`config.mk`:
```
export PLATFORM = sky130hd
export DESIGN_NAME = issue_top
export DESIGN_NICKNAME = d
export VERILOG_FILES = /design/src/logic/issue_pkg.sv /design/src/logic/decode_if.sv /design/src/logic/issue_ctrl.sv /design/src/logic/instr_decode.sv /design/src/logic/operand_resolve.sv /design/src/logic/packet_build.sv /design/src/logic/issue_top.sv
export SDC_FILE = /design/constraint.sdc
export NUM_CORES = 1
export LEC_CHECK = 0
export BUFFER_PORTS_ARGS = -buffer_cell sky130_fd_sc_hd__buf_2
export CAP_MARGIN = 20
export CORE_AREA = 2 2 158 160
export CTS_BUF_LIST = sky130_fd_sc_hd__clkbuf_16
export CTS_CLUSTER_DIAMETER = 200
export DETAILED_ROUTE_END_ITERATION = 10
export DIE_AREA = 0 0 160 162
export GPL_TIMING_DRIVEN = 1
export SLEW_MARGIN = 20
export SYNTH_ARGS = -nofsm -noshare
export SYNTH_HDL_FRONTEND = slang
export SYNTH_HIERARCHICAL = 1
export SYNTH_SLANG_ARGS = --single-unit
```
`constraint.sdc`:
```
create_clock -name clk -period 4.2 [get_ports clk]
set_clock_uncertainty 0.05 [all_clocks]
set_input_delay 0.84 -clock clk [delete_from_list [all_inputs] [get_ports clk]]
set_output_delay 0.84 -clock clk [all_outputs]
set_load 0.01 [all_outputs]
```
`src/logic/issue_pkg.sv`:
```
// issue stage shared definitions
// widths, typedefs, enums and opcode constants for the OoO issue stage
`default_nettype none

package issue_pkg;

    typedef logic [31:0] word_t;
    typedef logic [31:0] insn_t;
    // zero means no tag / ready
    typedef logic [3:0]  rob_tag_t;
    typedef logic [4:0]  reg_idx_t;
    typedef logic [2:0]  rs_sel_t;

    localparam int      NUM_RS  = 4;
    localparam rs_sel_t RS_NONE = 3'd4;
    localparam rs_sel_t RS_FULL = 3'd5;

    localparam logic [6:0] OP_R      = 7'b0110011;
    localparam logic [6:0] OP_IMM    = 7'b0010011;
    localparam logic [6:0] OP_LOAD   = 7'b0000011;
    localparam logic [6:0] OP_BRANCH = 7'b1100011;
    localparam logic [6:0] OP_LUI    = 7'b0110111;
    localparam logic [6:0] OP_AUIPC  = 7'b0010111;
    localparam logic [6:0] OP_BUBBLE = 7'b0000000;

    typedef enum logic [3:0] {
        ADD, SUB, XOR, OR, AND, SLL, SRL, SRA,
        SLT, SLTU, MUL, MULH, DIV, REMU
    } alu_op_e;

    // branch kinds use funct3 directly, NB sits in an unused slot
    typedef enum logic [2:0] {
        BEQ  = 3'b000,
        BNE  = 3'b001,
        NB   = 3'b010,
        BLT  = 3'b100,
        BGE  = 3'b101,
        BLTU = 3'b110,
        BGEU = 3'b111
    } branch_type_e;

    typedef enum logic [1:0] {
        BRANCH = 2'b00,
        REG    = 2'b10,
        LOAD   = 2'b11
    } itype_e;

    typedef enum logic [1:0] {
        SRC1_REG, SRC1_PC, SRC1_ZERO
    } src1_sel_e;

    typedef enum logic [0:0] {
        S_EMPTY = 1'b0,
        S_HOLD  = 1'b1
    } hold_state_e;

endpackage

`default_nettype wire

```
`src/logic/decode_if.sv`:
```
// decoded instruction fields
// carries decoder results to the reservation-station/ROB packet builder
`timescale 1ns/1ps
`default_nettype none

interface decode_if import issue_pkg::*; ();
    alu_op_e      alu_op;
    branch_type_e branch_type;
    logic         writes_rd;
    logic         is_load;
    logic         illegal;
    word_t        imm;
    logic         use_imm;
    src1_sel_e    src1_sel;
    itype_e       rob_itype;

    modport source (output alu_op, branch_type, writes_rd, is_load, illegal,
                    imm, use_imm, src1_sel, rob_itype);
    modport sink   (input  alu_op, branch_type, writes_rd, is_load, illegal,
                    imm, use_imm, src1_sel, rob_itype);
endinterface

`default_nettype wire

```
`src/logic/issue_ctrl.sv`:
```
// issue control
// holds a stalled instruction until a station and ROB slot free up,
// picks the lowest free reservation station and raises stall
`timescale 1ns/1ps
`default_nettype none

module issue_ctrl import issue_pkg::*; (
    input  wire logic              clk,
    input  wire logic              reset,
    input  wire insn_t             insn,
    input  wire word_t             pc,
    input  wire logic [NUM_RS-1:0] busy_bus,
    input  wire logic              rob_full,
    output insn_t                  cur_insn,
    output word_t                  cur_pc,
    output rs_sel_t                rs_dest,
    output logic                   stall,
    output logic                   pipe_hold
);
    hold_state_e state;
    hold_state_e state_next;
    insn_t       insn_hold;
    word_t       pc_hold;

    always_ff @(posedge clk) begin
        if (reset) begin
            state     <= S_EMPTY;
            insn_hold <= '0;
            pc_hold   <= '0;
        end else begin
            state <= state_next;
            // capture only on the way into hold
            if (state == S_EMPTY && stall) begin
                insn_hold <= insn;
                pc_hold   <= pc;
            end
        end
    end

    always_comb begin
        state_next = state;
        case (state)
            S_EMPTY: if (stall) state_next = S_HOLD;
            S_HOLD:  if (!stall) state_next = S_EMPTY;
            default: state_next = S_EMPTY;
        endcase
    end

    assign pipe_hold = (state == S_HOLD);
    assign cur_insn  = pipe_hold ? insn_hold : insn;
    assign cur_pc    = pipe_hold ? pc_hold : pc;

    // lowest free station wins, bubbles get no station
    always_comb begin
        rs_dest = RS_FULL;
        for (int i = NUM_RS - 1; i >= 0; i--) begin
            if (!busy_bus[i]) rs_dest = rs_sel_t'(i);
        end
        if (cur_insn[6:0] == OP_BUBBLE) rs_dest = RS_NONE;
    end

    assign stall = (rs_dest == RS_FULL) || rob_full;

    hold_entry_after_stall: assert property (@(posedge clk) disable iff (reset)
        $rose(state == S_HOLD) |-> $past(stall));

    rs_dest_in_range: assert property (@(posedge clk) disable iff (reset)
        rs_dest <= RS_FULL);

endmodule

`default_nettype wire

```
`src/logic/instr_decode.sv`:
```
// instruction decoder
// turns opcode/funct fields into ALU op, branch type, immediate and
// operand source selection for the issue stage
`timescale 1ns/1ps
`default_nettype none

module instr_decode import issue_pkg::*; (
    input  wire insn_t cur_insn,
    decode_if.source   dec
);
    logic [6:0] opcode;
    logic [2:0] funct3;
    logic [6:0] funct7;
    reg_idx_t   rd;

    assign opcode = cur_insn[6:0];
    assign funct3 = cur_insn[14:12];
    assign funct7 = cur_insn[31:25];
    assign rd     = cur_insn[11:7];

    always_comb begin
        dec.alu_op      = ADD;
        dec.branch_type = NB;
        dec.writes_rd   = 1'b0;
        dec.is_load     = 1'b0;
        dec.illegal     = 1'b0;
        dec.imm         = '0;
        dec.use_imm     = 1'b0;
        dec.src1_sel    = SRC1_REG;
        dec.rob_itype   = REG;

        case (opcode)
            OP_R: begin
                dec.writes_rd = (rd != '0);
                case ({funct7, funct3})
                    {7'b0000000, 3'b000}: dec.alu_op = ADD;
                    {7'b0100000, 3'b000}: dec.alu_op = SUB;
                    {7'b0000000, 3'b100}: dec.alu_op = XOR;
                    {7'b0000000, 3'b110}: dec.alu_op = OR;
                    {7'b0000000, 3'b111}: dec.alu_op = AND;
                    {7'b0000000, 3'b001}: dec.alu_op = SLL;
                    {7'b0000000, 3'b101}: dec.alu_op = SRL;
                    {7'b0100000, 3'b101}: dec.alu_op = SRA;
                    {7'b0000000, 3'b010}: dec.alu_op = SLT;
                    {7'b0000001, 3'b000}: dec.alu_op = MUL;
                    {7'b0000001, 3'b001}: dec.alu_op = MULH;
                    {7'b0000001, 3'b100}: dec.alu_op = DIV;
                    {7'b0000001, 3'b111}: dec.alu_op = REMU;
                    default:              dec.alu_op = SLTU;
                endcase
            end
            OP_IMM: begin
                dec.writes_rd = (rd != '0);
                dec.use_imm   = 1'b1;
                dec.imm       = {{20{cur_insn[31]}}, cur_insn[31:20]};
                case (funct3)
                    3'b000: dec.alu_op = ADD;
                    3'b100: dec.alu_op = XOR;
                    3'b110: dec.alu_op = OR;
                    3'b111: dec.alu_op = AND;
                    3'b010: dec.alu_op = SLT;
                    3'b011: dec.alu_op = SLTU;
                    3'b001: dec.alu_op = SLL;
                    default: dec.alu_op = cur_insn[30] ? SRA : SRL;
                endcase
                // shifts take the unsigned shamt
                if (funct3 == 3'b001 || funct3 == 3'b101) dec.imm = {27'b0, cur_insn[24:20]};
            end
            OP_LOAD: begin
                dec.writes_rd = (rd != '0);
                dec.is_load   = 1'b1;
                dec.use_imm   = 1'b1;
                dec.imm       = {{20{cur_insn[31]}}, cur_insn[31:20]};
                dec.rob_itype = LOAD;
            end
            OP_LUI, OP_AUIPC: begin
                dec.writes_rd = (rd != '0);
                dec.use_imm   = 1'b1;
                dec.imm       = {cur_insn[31:12], 12'b0};
                dec.src1_sel  = (opcode == OP_LUI) ? SRC1_ZERO : SRC1_PC;
            end
            OP_BRANCH: begin
                // compare by subtract, offset goes to the ROB
                dec.alu_op      = SUB;
                dec.branch_type = branch_type_e'(funct3);
                dec.rob_itype   = BRANCH;
                dec.imm = {{19{cur_insn[31]}}, cur_insn[31], cur_insn[7],
                           cur_insn[30:25], cur_insn[11:8], 1'b0};
                // funct3 010/011 are not branches
                if (funct3[2:1] == 2'b01) begin
                    dec.illegal     = 1'b1;
                    dec.branch_type = NB;
                end
            end
            default: begin
                // bubble or unsupported, send zero operands
                dec.illegal  = (opcode != OP_BUBBLE);
                dec.src1_sel = SRC1_ZERO;
                dec.use_imm  = 1'b1;
            end
        endcase
    end

endmodule

`default_nettype wire

```
`src/logic/operand_resolve.sv`:
```
// operand resolve
// finds one source operand on the CDB, in the register file or in the ROB,
// otherwise passes on the ROB tag it waits for
`timescale 1ns/1ps
`default_nettype none

module operand_resolve import issue_pkg::*; (
    input  wire rob_tag_t cdb_tag,
    input  wire word_t    cdb_result,
    input  wire logic     cdb_load_step1,
    input  wire logic     reg_busy,
    input  wire word_t    reg_data,
    input  wire logic     rob_ready,
    input  wire word_t    rob_data,
    input  wire rob_tag_t wait_tag,
    output word_t         value,
    output rob_tag_t      tag
);
    always_comb begin
        value = '0;
        tag   = wait_tag;
        // a result on the CDB this cycle is newest
        if (cdb_tag != '0 && cdb_tag == wait_tag && !cdb_load_step1) begin
            value = cdb_result;
            tag   = '0;
        end else if (!reg_busy) begin
            value = reg_data;
            tag   = '0;
        end else if (rob_ready) begin
            value = rob_data;
            tag   = '0;
        end
    end

    always_comb begin
        tag_needs_busy_reg: assert final (tag == '0 || reg_busy);
    end

endmodule

`default_nettype wire

```
`src/logic/packet_build.sv`:
```
// packet builder
// assembles the reservation-station entry and the reduced ROB entry,
// and gates the issue side effects while stalled
`timescale 1ns/1ps
`default_nettype none

module packet_build import issue_pkg::*; (
    decode_if.sink        dec,
    input  wire word_t    cur_pc,
    input  wire logic     stall,
    input  wire rob_tag_t rob_entry,
    input  wire word_t    src1_value,
    input  wire word_t    src2_value,
    input  wire rob_tag_t src1_tag,
    input  wire rob_tag_t src2_tag,
    input  wire reg_idx_t cur_rd,
    output word_t         rs_v_j,
    output word_t         rs_v_k,
    output rob_tag_t      rs_q_j,
    output rob_tag_t      rs_q_k,
    output alu_op_e       rs_alu_op,
    output branch_type_e  rs_branch_type,
    output logic          rs_load,
    output logic          rs_busy,
    output rob_tag_t      rs_rob_tag,
    output rob_tag_t      rob_tag,
    output itype_e        rob_itype,
    output reg_idx_t      rob_reg_dest,
    output word_t         rob_value,
    output logic          rob_illegal,
    output logic          issue_writes
);
    // source 1: register, pc or zero
    always_comb begin
        case (dec.src1_sel)
            SRC1_REG: begin
                rs_v_j = src1_value;
                rs_q_j = src1_tag;
            end
            SRC1_PC: begin
                rs_v_j = cur_pc;
                rs_q_j = '0;
            end
            default: begin
                rs_v_j = '0;
                rs_q_j = '0;
            end
        endcase
    end

    assign rs_v_k = dec.use_imm ? dec.imm : src2_value;
    assign rs_q_k = dec.use_imm ? '0 : src2_tag;

    assign rs_alu_op      = dec.alu_op;
    assign rs_branch_type = dec.branch_type;
    assign rs_load        = dec.is_load;

    // nothing leaves the stage while stalled
    assign rs_busy      = !stall;
    assign rs_rob_tag   = stall ? '0 : rob_entry;
    assign rob_tag      = stall ? '0 : rob_entry;
    assign issue_writes = dec.writes_rd && !stall;

    assign rob_itype    = dec.rob_itype;
    assign rob_reg_dest = dec.writes_rd ? cur_rd : '0;
    // branch offset rides in the value field
    assign rob_value    = (dec.rob_itype == BRANCH) ? dec.imm : '0;
    assign rob_illegal  = dec.illegal;

    always_comb begin
        no_busy_on_stall: assert final (!(rs_busy && stall));
    end

endmodule

`default_nettype wire

```
`src/logic/issue_top.sv`:
```
// issue stage top
// one instruction per cycle into a reservation station and the ROB
`timescale 1ns/1ps
`default_nettype none

module issue_top import issue_pkg::*; (
    input  wire logic              clk,
    input  wire logic              reset,
    input  wire insn_t             insn,
    input  wire word_t             pc,
    input  wire logic [NUM_RS-1:0] busy_bus,
    input  wire rob_tag_t          rob_entry,
    input  wire logic              rob_full,
    input  wire word_t             rs1_data,
    input  wire word_t             rs2_data,
    input  wire logic              rs1_busy,
    input  wire logic              rs2_busy,
    input  wire rob_tag_t          q_j,
    input  wire rob_tag_t          q_k,
    input  wire logic              rs1_rob_ready,
    input  wire logic              rs2_rob_ready,
    input  wire word_t             rs1_rob_data,
    input  wire word_t             rs2_rob_data,
    input  wire rob_tag_t          cdb_tag,
    input  wire word_t             cdb_result,
    input  wire logic              cdb_load_step1,
    output rs_sel_t                rs_dest,
    output logic                   stall,
    output logic                   pipe_hold,
    output reg_idx_t               rs1,
    output reg_idx_t               rs2,
    output reg_idx_t               issue_dest,
    output logic                   issue_writes,
    output word_t                  rs_v_j,
    output word_t                  rs_v_k,
    output rob_tag_t               rs_q_j,
    output rob_tag_t               rs_q_k,
    output alu_op_e                rs_alu_op,
    output branch_type_e           rs_branch_type,
    output logic                   rs_load,
    output logic                   rs_busy,
    output rob_tag_t               rs_rob_tag,
    output rob_tag_t               rob_tag,
    output itype_e                 rob_itype,
    output reg_idx_t               rob_reg_dest,
    output word_t                  rob_value,
    output logic                   rob_illegal
);
    insn_t    cur_insn;
    word_t    cur_pc;
    word_t    src1_value;
    word_t    src2_value;
    rob_tag_t src1_tag;
    rob_tag_t src2_tag;

    decode_if dec_if ();

    // register file / regstat lookups
    assign rs1        = cur_insn[19:15];
    assign rs2        = cur_insn[24:20];
    assign issue_dest = cur_insn[11:7];

    issue_ctrl issue_ctrl_inst (
        .clk, .reset, .insn, .pc, .busy_bus, .rob_full,
        .cur_insn, .cur_pc, .rs_dest, .stall, .pipe_hold
    );

    instr_decode instr_decode_inst (.cur_insn, .dec(dec_if.source));

    operand_resolve src1_resolve_inst (
        .cdb_tag, .cdb_result, .cdb_load_step1,
        .reg_busy(rs1_busy), .reg_data(rs1_data),
        .rob_ready(rs1_rob_ready), .rob_data(rs1_rob_data),
        .wait_tag(q_j), .value(src1_value), .tag(src1_tag)
    );

    operand_resolve src2_resolve_inst (
        .cdb_tag, .cdb_result, .cdb_load_step1,
        .reg_busy(rs2_busy), .reg_data(rs2_data),
        .rob_ready(rs2_rob_ready), .rob_data(rs2_rob_data),
        .wait_tag(q_k), .value(src2_value), .tag(src2_tag)
    );

    packet_build packet_build_inst (
        .dec(dec_if.sink), .cur_pc, .stall, .rob_entry,
        .src1_value, .src2_value, .src1_tag, .src2_tag, .cur_rd(issue_dest),
        .rs_v_j, .rs_v_k, .rs_q_j, .rs_q_k, .rs_alu_op, .rs_branch_type,
        .rs_load, .rs_busy, .rs_rob_tag, .rob_tag, .rob_itype,
        .rob_reg_dest, .rob_value, .rob_illegal, .issue_writes
    );

endmodule

`default_nettype wire

```
== Yosys cells after proc, flatten, opt, wreduce, memory -nomap -nowiden ==
Cells that the tools add are included.
Word-level totals
  register bits: 65
  latch bits: 0
  bits in writable memories: 0
  ROM bits: 0
  input bits: 252
  output and inout bits: 150
  logic and storage cells: 98
  memories kept: 0
Operators by class
  add/subtract/negate cells: 0
  $mul: 0
  divide/modulo/power cells: 0
  $lt $le $gt $ge: 0
  eq/ne operators: 30
  shift operators: 0
  muxes and demuxes: 42
  bitwise operators: 1
  reduce and logical (&&, ||, !) cells: 22
Operators by type and width (count)
  $mux 32: 11
  $pmux 32 s4: 1
  $pmux 32 s2: 1
  $pmux 4 s13: 1
  $eq 10x3->1 const B: 4
  $eq 10x4->1 const B: 4
  $mux 4: 9
  $pmux 4 s7: 1
  $mux 3: 7
  $eq 10x9->1 const B: 2
  $eq 3x3->1 const B: 5
  $eq 7x5->1 const B: 2
  $eq 7x6->1 const B: 2
  $pmux 4 s3: 1
  $eq 10x1->1 const B: 1
  $eq 10x2->1 const B: 1
  $logic_not 10->1: 1
  $eq 4x4->1: 2
  $pmux 2 s2: 2
  $eq 7x2->1 const B: 1
  $eq 7x7->1 const B: 1
  $logic_not 7->1: 1
  $reduce_bool 7->1: 1
  $eq 3x2->1 const B: 2
  17 further kinds: 31

== Depth between registers and ports, before layout ==
Gate-level depths: netlist of the first run.
  depth in word-level cells: 9
  mapped depth: 11
  gate-level depth less buffers: 7

== Cells and area by module ==
Netlist of the first run, hierarchy kept.
Modules (own cells, without submodules)
  issue_ctrl: instances 1, cells an instance 369, area each 3500.9 sq um, sequential area each 1301.2 sq um
  operand_resolve: instances 2, cells an instance 152, area each 1052.3 sq um, sequential area each 0.0 sq um
  packet_build: instances 1, cells an instance 179, area each 1470.2 sq um, sequential area each 0.0 sq um
  instr_decode: instances 1, cells an instance 121, area each 788.3 sq um, sequential area each 0.0 sq um

== Worst setup path after synthesis of the first run ==
OpenSTA, ideal clock, no wires.
  kind: reg-to-output
  start: register issue_ctrl_inst.state, in the netlist issue_ctrl_inst/pipe_hold
  end: output port rs_v_k[10]
  data arrival time: 2.893 ns
  required time: 3.310 ns
  slack: 0.417 ns
  stages on the path, launching flop included: 12
  path buffers: 6
  cell sequence: dfxtp_1 > clkbuf_1 > buf_2 > mux2_2 > nand4bb_1 > buf_2 > nor3_1 > clkbuf_1 > nor2_1 > buf_6 > buf_12 > mux2_4
Between the ends
  elaborated cells on any way between the ends: 15
  classes of those cells: 8 x eq/ne; 4 x mux; 3 x reduce/logical
RTL lines
  start, declared: line issue_ctrl.sv:20  | hold_state_e state;
  start signal, assigned: line issue_ctrl.sv:31  | state <= state_next;
  $mux 32 *: line issue_ctrl.sv:50  | assign cur_insn = pipe_hold ? insn_hold : insn;
  named net cur_insn[2]: line issue_top.sv:49  | insn_t cur_insn;
  $eq 7x5->1 or $eq 7x6->1 (tied branches): line instr_decode.sv:32  | case (opcode)
  $reduce_or 2->1: line instr_decode.sv:32
  $pmux 32 s4: line instr_decode.sv:32
  $mux 32 *: line packet_build.sv:51  | assign rs_v_k = dec.use_imm ? dec.imm : src2_value;
  end, declared: line issue_top.sv:35  | output word_t rs_v_k,
The timed path passes the listed nets; every way through them passes the cells marked *.

== Worst setup path in the final report of the first run ==
  start: input port insn[0]
  end: output port rs_v_k[29]
Between the ends
  longest elaborated chain between the ends: 5
  elaborated cells on any way between the ends: 11
  classes of those cells: 6 x eq/ne; 3 x mux; 2 x reduce/logical
Ends and longest elaborated chain
  start, declared: line issue_top.sv:9  | input wire insn_t insn,
  $mux 32 *: line issue_ctrl.sv:50
  named net cur_insn[0]: line issue_top.sv:49
  $eq 7x5->1 or $eq 7x6->1 (tied branches): line instr_decode.sv:32
  $reduce_or 2->1: line instr_decode.sv:32
  $pmux 32 s4: line instr_decode.sv:32
  $mux 32 *: line packet_build.sv:51
Marked as above.

==> results of run 1 <==
==> cell families (layout without fill, tap and decap cells) <==
logic type,after synthesis,in the layout,synth area share
mux,257,257,0.390
buf+inv,163,513,0.119
other cells,0,2,0
flops,65,65,0.165
xor+xnor,7,7,0.00780
compound gates,120,120,0.0975
simple gates,361,361,0.220
==> per-layer routing <==
layer,vias to the layer above,track usage,wire [um]
met4,4,0.0799,869
met3,45,0.0534,2100
li1,3951,-,-
met2,316,0.407,15600
met1,3731,0.272,12600
met5,-,0,23
==> tightest hold or removal path, delay by kind of cell, from the launching register on <==
family / cells / cell delay (ps)
AND/OR/NAND/NOR: 1 / 50
flip-flops: 1 / 300
multiplexers: 1 / 50
==> state kept, by name (all words and copies together) (netlist names) <==
| register | count |
|---|---|
| issue_ctrl_inst/insn_hold | 32 |
| issue_ctrl_inst/pc_hold | 32 |
| issue_ctrl_inst/pipe_hold | 1 |
==> how the worst max path moves through the flow <==
stage | startpoint | to | cells past startpoint | slack (ps)
final | insn[0] | rs_v_k[29] | 9 | 180
after global routing | insn[0] | rs_v_k[25] | 9 | 60
after CTS | insn[0] | rs_v_k[20] | 9 | 180
after detailed placement | insn[0] | rs_v_k[20] | 9 | 180
after global placement | insn[0] | rs_v_k[21] | 9 | 200
after floorplan | issue_ctrl_inst/pipe_hold | rs_v_k[10] | 11 | 420
==> synth_stat cells (10+ instances only) <==
| library cell | count | area (um2) |
|---|---|---|
| buf_6 | 13 | 146 |
| mux2_4 | 78 | 1170 |
| a21o_1 | 19 | 143 |
| dfxtp_1 | 65 | 1300 |
| nor3_1 | 10 | 50.1 |
| buf_4 | 19 | 143 |
| and2_1 | 52 | 325 |
| inv_1 | 71 | 267 |
| clkbuf_1 | 30 | 113 |
| buf_2 | 19 | 95.1 |
| mux2i_1 | 97 | 971 |
| nor2b_1 | 10 | 62.6 |
| mux2_2 | 82 | 923 |
| nand2_1 | 205 | 769 |
| o21ai_0 | 65 | 325 |
| nor2_1 | 46 | 173 |
==> power by group <==
part,internal [mW],switching [mW],leakage [nW]
Clock,0.581,0.304,0.168
Combinational,0.361,0.388,4.85
Sequential,0.660,0.0236,0.536
Total,1.60,0.716,5.56
==> final cells by class <==
| cell class | count | area share |
|---|---|---|
| sequential | 65 | 0.128 |
| tap | 324 | 0.0396 |
| clock buffer | 9 | 0.0220 |
| antenna | 2 | 0.000489 |
| clock inverter | 7 | 0.0114 |
| inverter | 71 | 0.0263 |
| multi-input combinational | 745 | 0.552 |
| timing repair buffer | 426 | 0.221 |
==> metrics by stage <==
stage	instances	total power [mW]	hold WS, ps	instance area (um2)	util
floorplan	973	1.17	381	7860	-
global placement	1631	1.44	388	9880	0.410
detailed placement	1631	1.44	396	9880	0.410
CTS	1647	2.35	407	10200	0.424
global route	1649	2.43	419	10200	0.424
finish	1649	2.32	401	10200	0.424
==> results by group, run 1 <==
Worst setup path
  • CP Class: input port to primary output
  • CP top delay family: simple AND/OR/NAND/NOR gates
  • Reg2reg start: issue_ctrl_inst/pipe_hold
  • CP bufs+invs: 3
  • Worst path max stage delay: 540 ps
  • RR Endpoint: issue_ctrl_inst/pc_hold[5]
  • Startpoint types: input port
  • Reg2reg path depth: 5
  • Critical-path cell list: buf_2, mux2_2, nand4bb_1, or2_2, nor2_1, nor2_4, buf_12, mux2_4, buf_2
  • Critical Path RT: 3310 ps
  • Endpoint class of the critical path: primary output
  • Crit path max fanout: 20
  • FF-to-FF setup slack: 1820 ps
  • CP arrival: 3130 ps
  • Most used cell, CP: buf_2
  • Critical path's slowest cell: nor2_4

Synth
  • Yosys cell types: 58
  • Mapped Avg Cell Area: 8.08 um2
  • Synth Flop Type: dfxtp_1
  • Synthesized area: 0.00786 mm2
  • #FFs+latches synth: 65
  • Register area share after synthesis: 0.165
  • Post-Syn Nets: 1,225
  • Cells after Synth: 973
  • Ys async rst share: 0
  • Yosys synthesis warning count: 6
  • Post-synth EDFFs: 0

Finish
  • Register Area: 0.00131 mm2
  • Share of cells above drive strength 1: 0.469
  • Commonest non-fill, non-tap cell in the layout: buf_2
  • Fill count: 2,493
  • Multi-input logic area: 0.00565 mm2
  • Area Overhead vs Synth: 30.1%
  • Fin nets: 1,570
  • Most frequent cells in the layout: buf_2, nand2_1, mux2i_1

Clocking
  • Setup repair bufs after CTS: 0
  • Root buf cell: clkbuf_16
  • Post-CTS Hold Fix Bufs: 0
  • Clock Latency Late Sink: 340 ps
  • Post-CTS Resized: 0
  • Cts bufs inserted: 9
  • Number of H-tree levels: 3
  • Reg clk slew, reported paths: 60 ps
  • CTS tree: done
  • Clock Sink Count: 65
  • Clock Tree Buf Depth: 2

GRT
  • First-pass GRT wire length: 45.4 mm
  • Largest net degree at the start of global routing: 49
  • All-Layer GR Usage: 0.229
  • Total gr overflow: 0
  • Vias in the first global route: 7,674
  • Initial antenna violation count: 4

Detailed routing
  • Total detailed-routing wirelength: 31.2 mm
  • Drt wl/cell: 18.9 um
  • Vias: 8,047
  • Initial drt markers: 389
  • Number of vias per cell: 4.88
  • Antenna Nets Post-Route: 0
  • DRC: 0
  • 1st-pass router iterations: 5

Place
  • Dpl hpwl: 25.5 mm
  • IO buf count: 401
  • Routability cong.: 0.944
  • Place WS: 180 ps

Power
  • Static Leak: 5.56 nW
  • Peak VDD IR: 0.166 mV
  • P per Cell Area: 227 mW/mm2

Die
  • Die area: 0.0259 mm2
  • Die H: 162 um
  • Die W: 160 um
  • Top Ports: 402
  • Core Box Area: 0.0241 mm2
  • Initial core utilization: 0.326
  • Row Count: 57

STA
  • Hold Vio Cnt, Final: 0
  • FMAX: 249 MHz
  • Tmin final: 4020 ps
  • Least-Margin Pin Slew: 1040 ps
  • Slew Limit Fails: 0
  • Worst rel slew slack: 0.305
  • Tcrit/Tclk final: 0.958
  • Total Neg Setup Slack: 0 ps
  • RSZ-0062 raised after global routing: no
  • Fin worst setup slack: 178 ps
  • Finish-stage setup viols: 0

Flow run
  • Max-cap viol count: 0

Outcome
  • Status: complete, no violations

Worst hold path
  • Endpoint, Worst Hold: issue_ctrl_inst/pc_hold[19]
  • Hold Crit Class: flip-flop to flip-flop
  • Worst hold stages: 2
  • Hold_sp: issue_ctrl_inst/pc_hold[19]
Note: power is estimated with default switching activity, not from simulation.
==> run 2: changes to the inputs <==
PLACE_DENSITY_LB_ADDON = 0.1   (was default)
==> run 2 against run 1 <==
Clock power down 0.9%; routed wire length up 6.3%; highest routed layer unchanged; critical path depth unchanged; largest cell class unchanged; total power up 0.53%.
==> results by group, run 2 (synthesis gave the netlist of run 1 again) <==
GRT
  • All-Layer GR Usage: 0.244 (+0.0142)
  • Initial antenna violation count: 11 (+7)
  • Vias in the first global route: 7,834 (+2.1%)
  • Largest net degree at the start of global routing: 103 (+110%)
  • Total gr overflow: 0 (unchanged)
  • First-pass GRT wire length: 47.7 mm (+5.2%)

Worst setup path
  • Critical-path cell list: buf_2, mux2_2, nand4bb_1, or2_2, nor2_2, nor2_4, buf_4, mux2_4, buf_2
  • Worst path max stage delay: 390 ps (-150 ps)
  • CP arrival: 3120 ps (about the same)
  • Endpoint class of the critical path: primary output
  • CP Class: input port to primary output
  • CP bufs+invs: 3 (unchanged)
  • Critical Path RT: 3310 ps (about the same)
  • CP top delay family: simple AND/OR/NAND/NOR gates
  • Most used cell, CP: buf_2
  • Crit path max fanout: 13 (-35%)
  • Critical path's slowest cell: or2_2
  • Startpoint types: input port

Detailed routing
  • Number of vias per cell: 4.83 (-1.0%)
  • Initial drt markers: 396 (+1.8%)
  • DRC: 0 (unchanged)
  • Total detailed-routing wirelength: 33.2 mm (+6.3%)
  • Vias: 8,046 (-0.012%)
  • Antenna Nets Post-Route: 0 (unchanged)
  • Drt wl/cell: 19.9 um (+5.2%)
  • 1st-pass router iterations: 5 (unchanged)

STA
  • Finish-stage setup viols: 0 (unchanged)
  • RSZ-0062 raised after global routing: no
  • Fin Hold WS: 405 ps (+3.75 ps)
  • Slew Limit Fails: 0 (unchanged)
  • Least-Margin Pin Slew: 1000 ps (-39.3 ps)
  • Worst rel slew slack: 0.331 (+0.0262)
  • Tmin final: 4010 ps (-7.11 ps)
  • Hold Vio Cnt, Final: 0 (unchanged)
  • Total Neg Setup Slack: 0 ps (unchanged)
  • FMAX: 249 MHz (+0.18%)
  • Tcrit/Tclk final: 0.956 (-0.00169)

Clocking
  • Clock Sink Count: 65 (unchanged)
  • Reg clk slew, reported paths: 60 ps (about the same)
  • CTS tree: done
  • Clock Latency Late Sink: 340 ps (about the same)
  • Number of H-tree levels: 3 (unchanged)
  • Post-CTS Hold Fix Bufs: 0 (unchanged)
  • Root buf cell: clkbuf_16
  • Clock Tree Buf Depth: 2 (unchanged)
  • Cts bufs inserted: 9 (unchanged)

Place
  • Routability cong.: 0.923 (-2.2%)
  • IO buf count: 401 (unchanged)
  • Dpl hpwl: 26.7 mm (+4.8%)

Worst hold path
  • Hold Crit Class: flip-flop to flip-flop

Outcome
  • Status: complete, no violations

Power
  • Int Power: 1.59 mW (-0.52%)
  • Overall Power: 2.33 mW (+0.53%)
  • Net Sw Frac: 0.316 (+0.00719)
  • Peak VDD IR: 0.142 mV (-15%)
  • P per Cell Area: 225 mW/mm2 (-0.65%)
  • Clock power share: 0.376 (-0.006)
  • Flop pwr share: 0.293 (-0.002)
  • Static Leak: 5.61 nW (+0.99%)
  • Net Switching: 736 uW (+2.9%)
  • Comb pwr share: 0.331 (+0.008)

Finish
  • Share of cells above drive strength 1: 0.476 (+0.00777)
  • Fill count: 2,572 (+3.2%)
  • Commonest non-fill, non-tap cell in the layout: buf_2
  • Area Overhead vs Synth: 31.6%
  • Most frequent cells in the layout: buf_2, nand2_1, mux2i_1
  • Core Util, Final: 0.429 (+0.00503)
  • Fin nets: 1,582 (+0.76%)

Die
  • Row Count: 57 (unchanged)
  • Top Ports: 402 (unchanged)
  • Core Box Area: 0.0241 mm2 (unchanged)
  • Die H: 162 um (unchanged)
  • Die area: 0.0259 mm2 (unchanged)
  • Die W: 160 um (unchanged)
  • Initial core utilization: 0.326 (unchanged)

Flow run
  • Max-cap viol count: 0 (unchanged)
## run 2: changes by cell type in the layout (fill, tap and decap cells not counted), sizes merged
cell / change
buf: +11
inv: +1
bufinv: -1
nor2: +1
diode: +5
clkinv: -1
clkbuf: +1
## run 2: timing repair
item                       CTS  global route
setup endpoints to repair    0            50
buffers inserted             0             1
resized for setup            0             3
## run 2: layer usage
layer,part of all wire,GRT usage,wire length [um],up-vias
met5,0.00090,0,30,-
met4,0.025,0.0856,823,6
met3,0.066,0.0559,2180,40
met2,0.50,0.434,16500,326
met1,0.41,0.287,13600,3691
li1,-,-,-,3983
## run 2: worst paths after layout
path | start | to | slack [ps] | cells past startpoint
min | issue_ctrl_inst/insn_hold[30] | issue_ctrl_inst/insn_hold[30] | 410 | 2
max | insn[3] | rs_v_k[6] | 190 | 9
min reg2reg | issue_ctrl_inst/insn_hold[30] | issue_ctrl_inst/insn_hold[30] | 410 | 2
max reg2reg | issue_ctrl_inst/pipe_hold | issue_ctrl_inst/pc_hold[4] | 2320 | 5
## run 2: worst register-to-register path, cell delays in order, from the launching register on
cell and delay (ps):
dfxtp_4 420, buf_4 260, nor4_2 90, a211oi_4 240, buf_12 430, mux2i_1 310
## run 2: per-stage QoR
stage / setup WS [ps] / instance area, um2 / std cells
after floorplan: 417 / 7860 / 973
after global placement: -10.7 / 9950 / 1641
after detailed placement: 11.4 / 9950 / 1641
after CTS: 6.41 / 10300 / 1657
after global routing: 61.5 / 10400 / 1666
final: 185 / 10400 / 1666
## run 2: cell type report
| type | count | area (um2) | area share |
|---|---|---|---|
| sequential | 65 | 1310 | 0.126 |
| multi-input combinational | 746 | 5670 | 0.548 |
| antenna | 7 | 17.5 | 0.00169 |
| inverter | 71 | 269 | 0.0260 |
| timing repair buffer | 437 | 2340 | 0.226 |
| tap | 324 | 405 | 0.0392 |
| clock buffer | 10 | 250 | 0.0242 |
| clock inverter | 6 | 95.1 | 0.00919 |
## run 2: power by group through the flow
stage,logic (mW),registers [mW],clock network (mW)
after detailed placement,0.770,0.695,0
final,0.771,0.683,0.877
after CTS,0.773,0.682,0.898
after floorplan,0.485,0.689,0
after global routing,0.837,0.687,0.920
after global placement,0.768,0.695,0
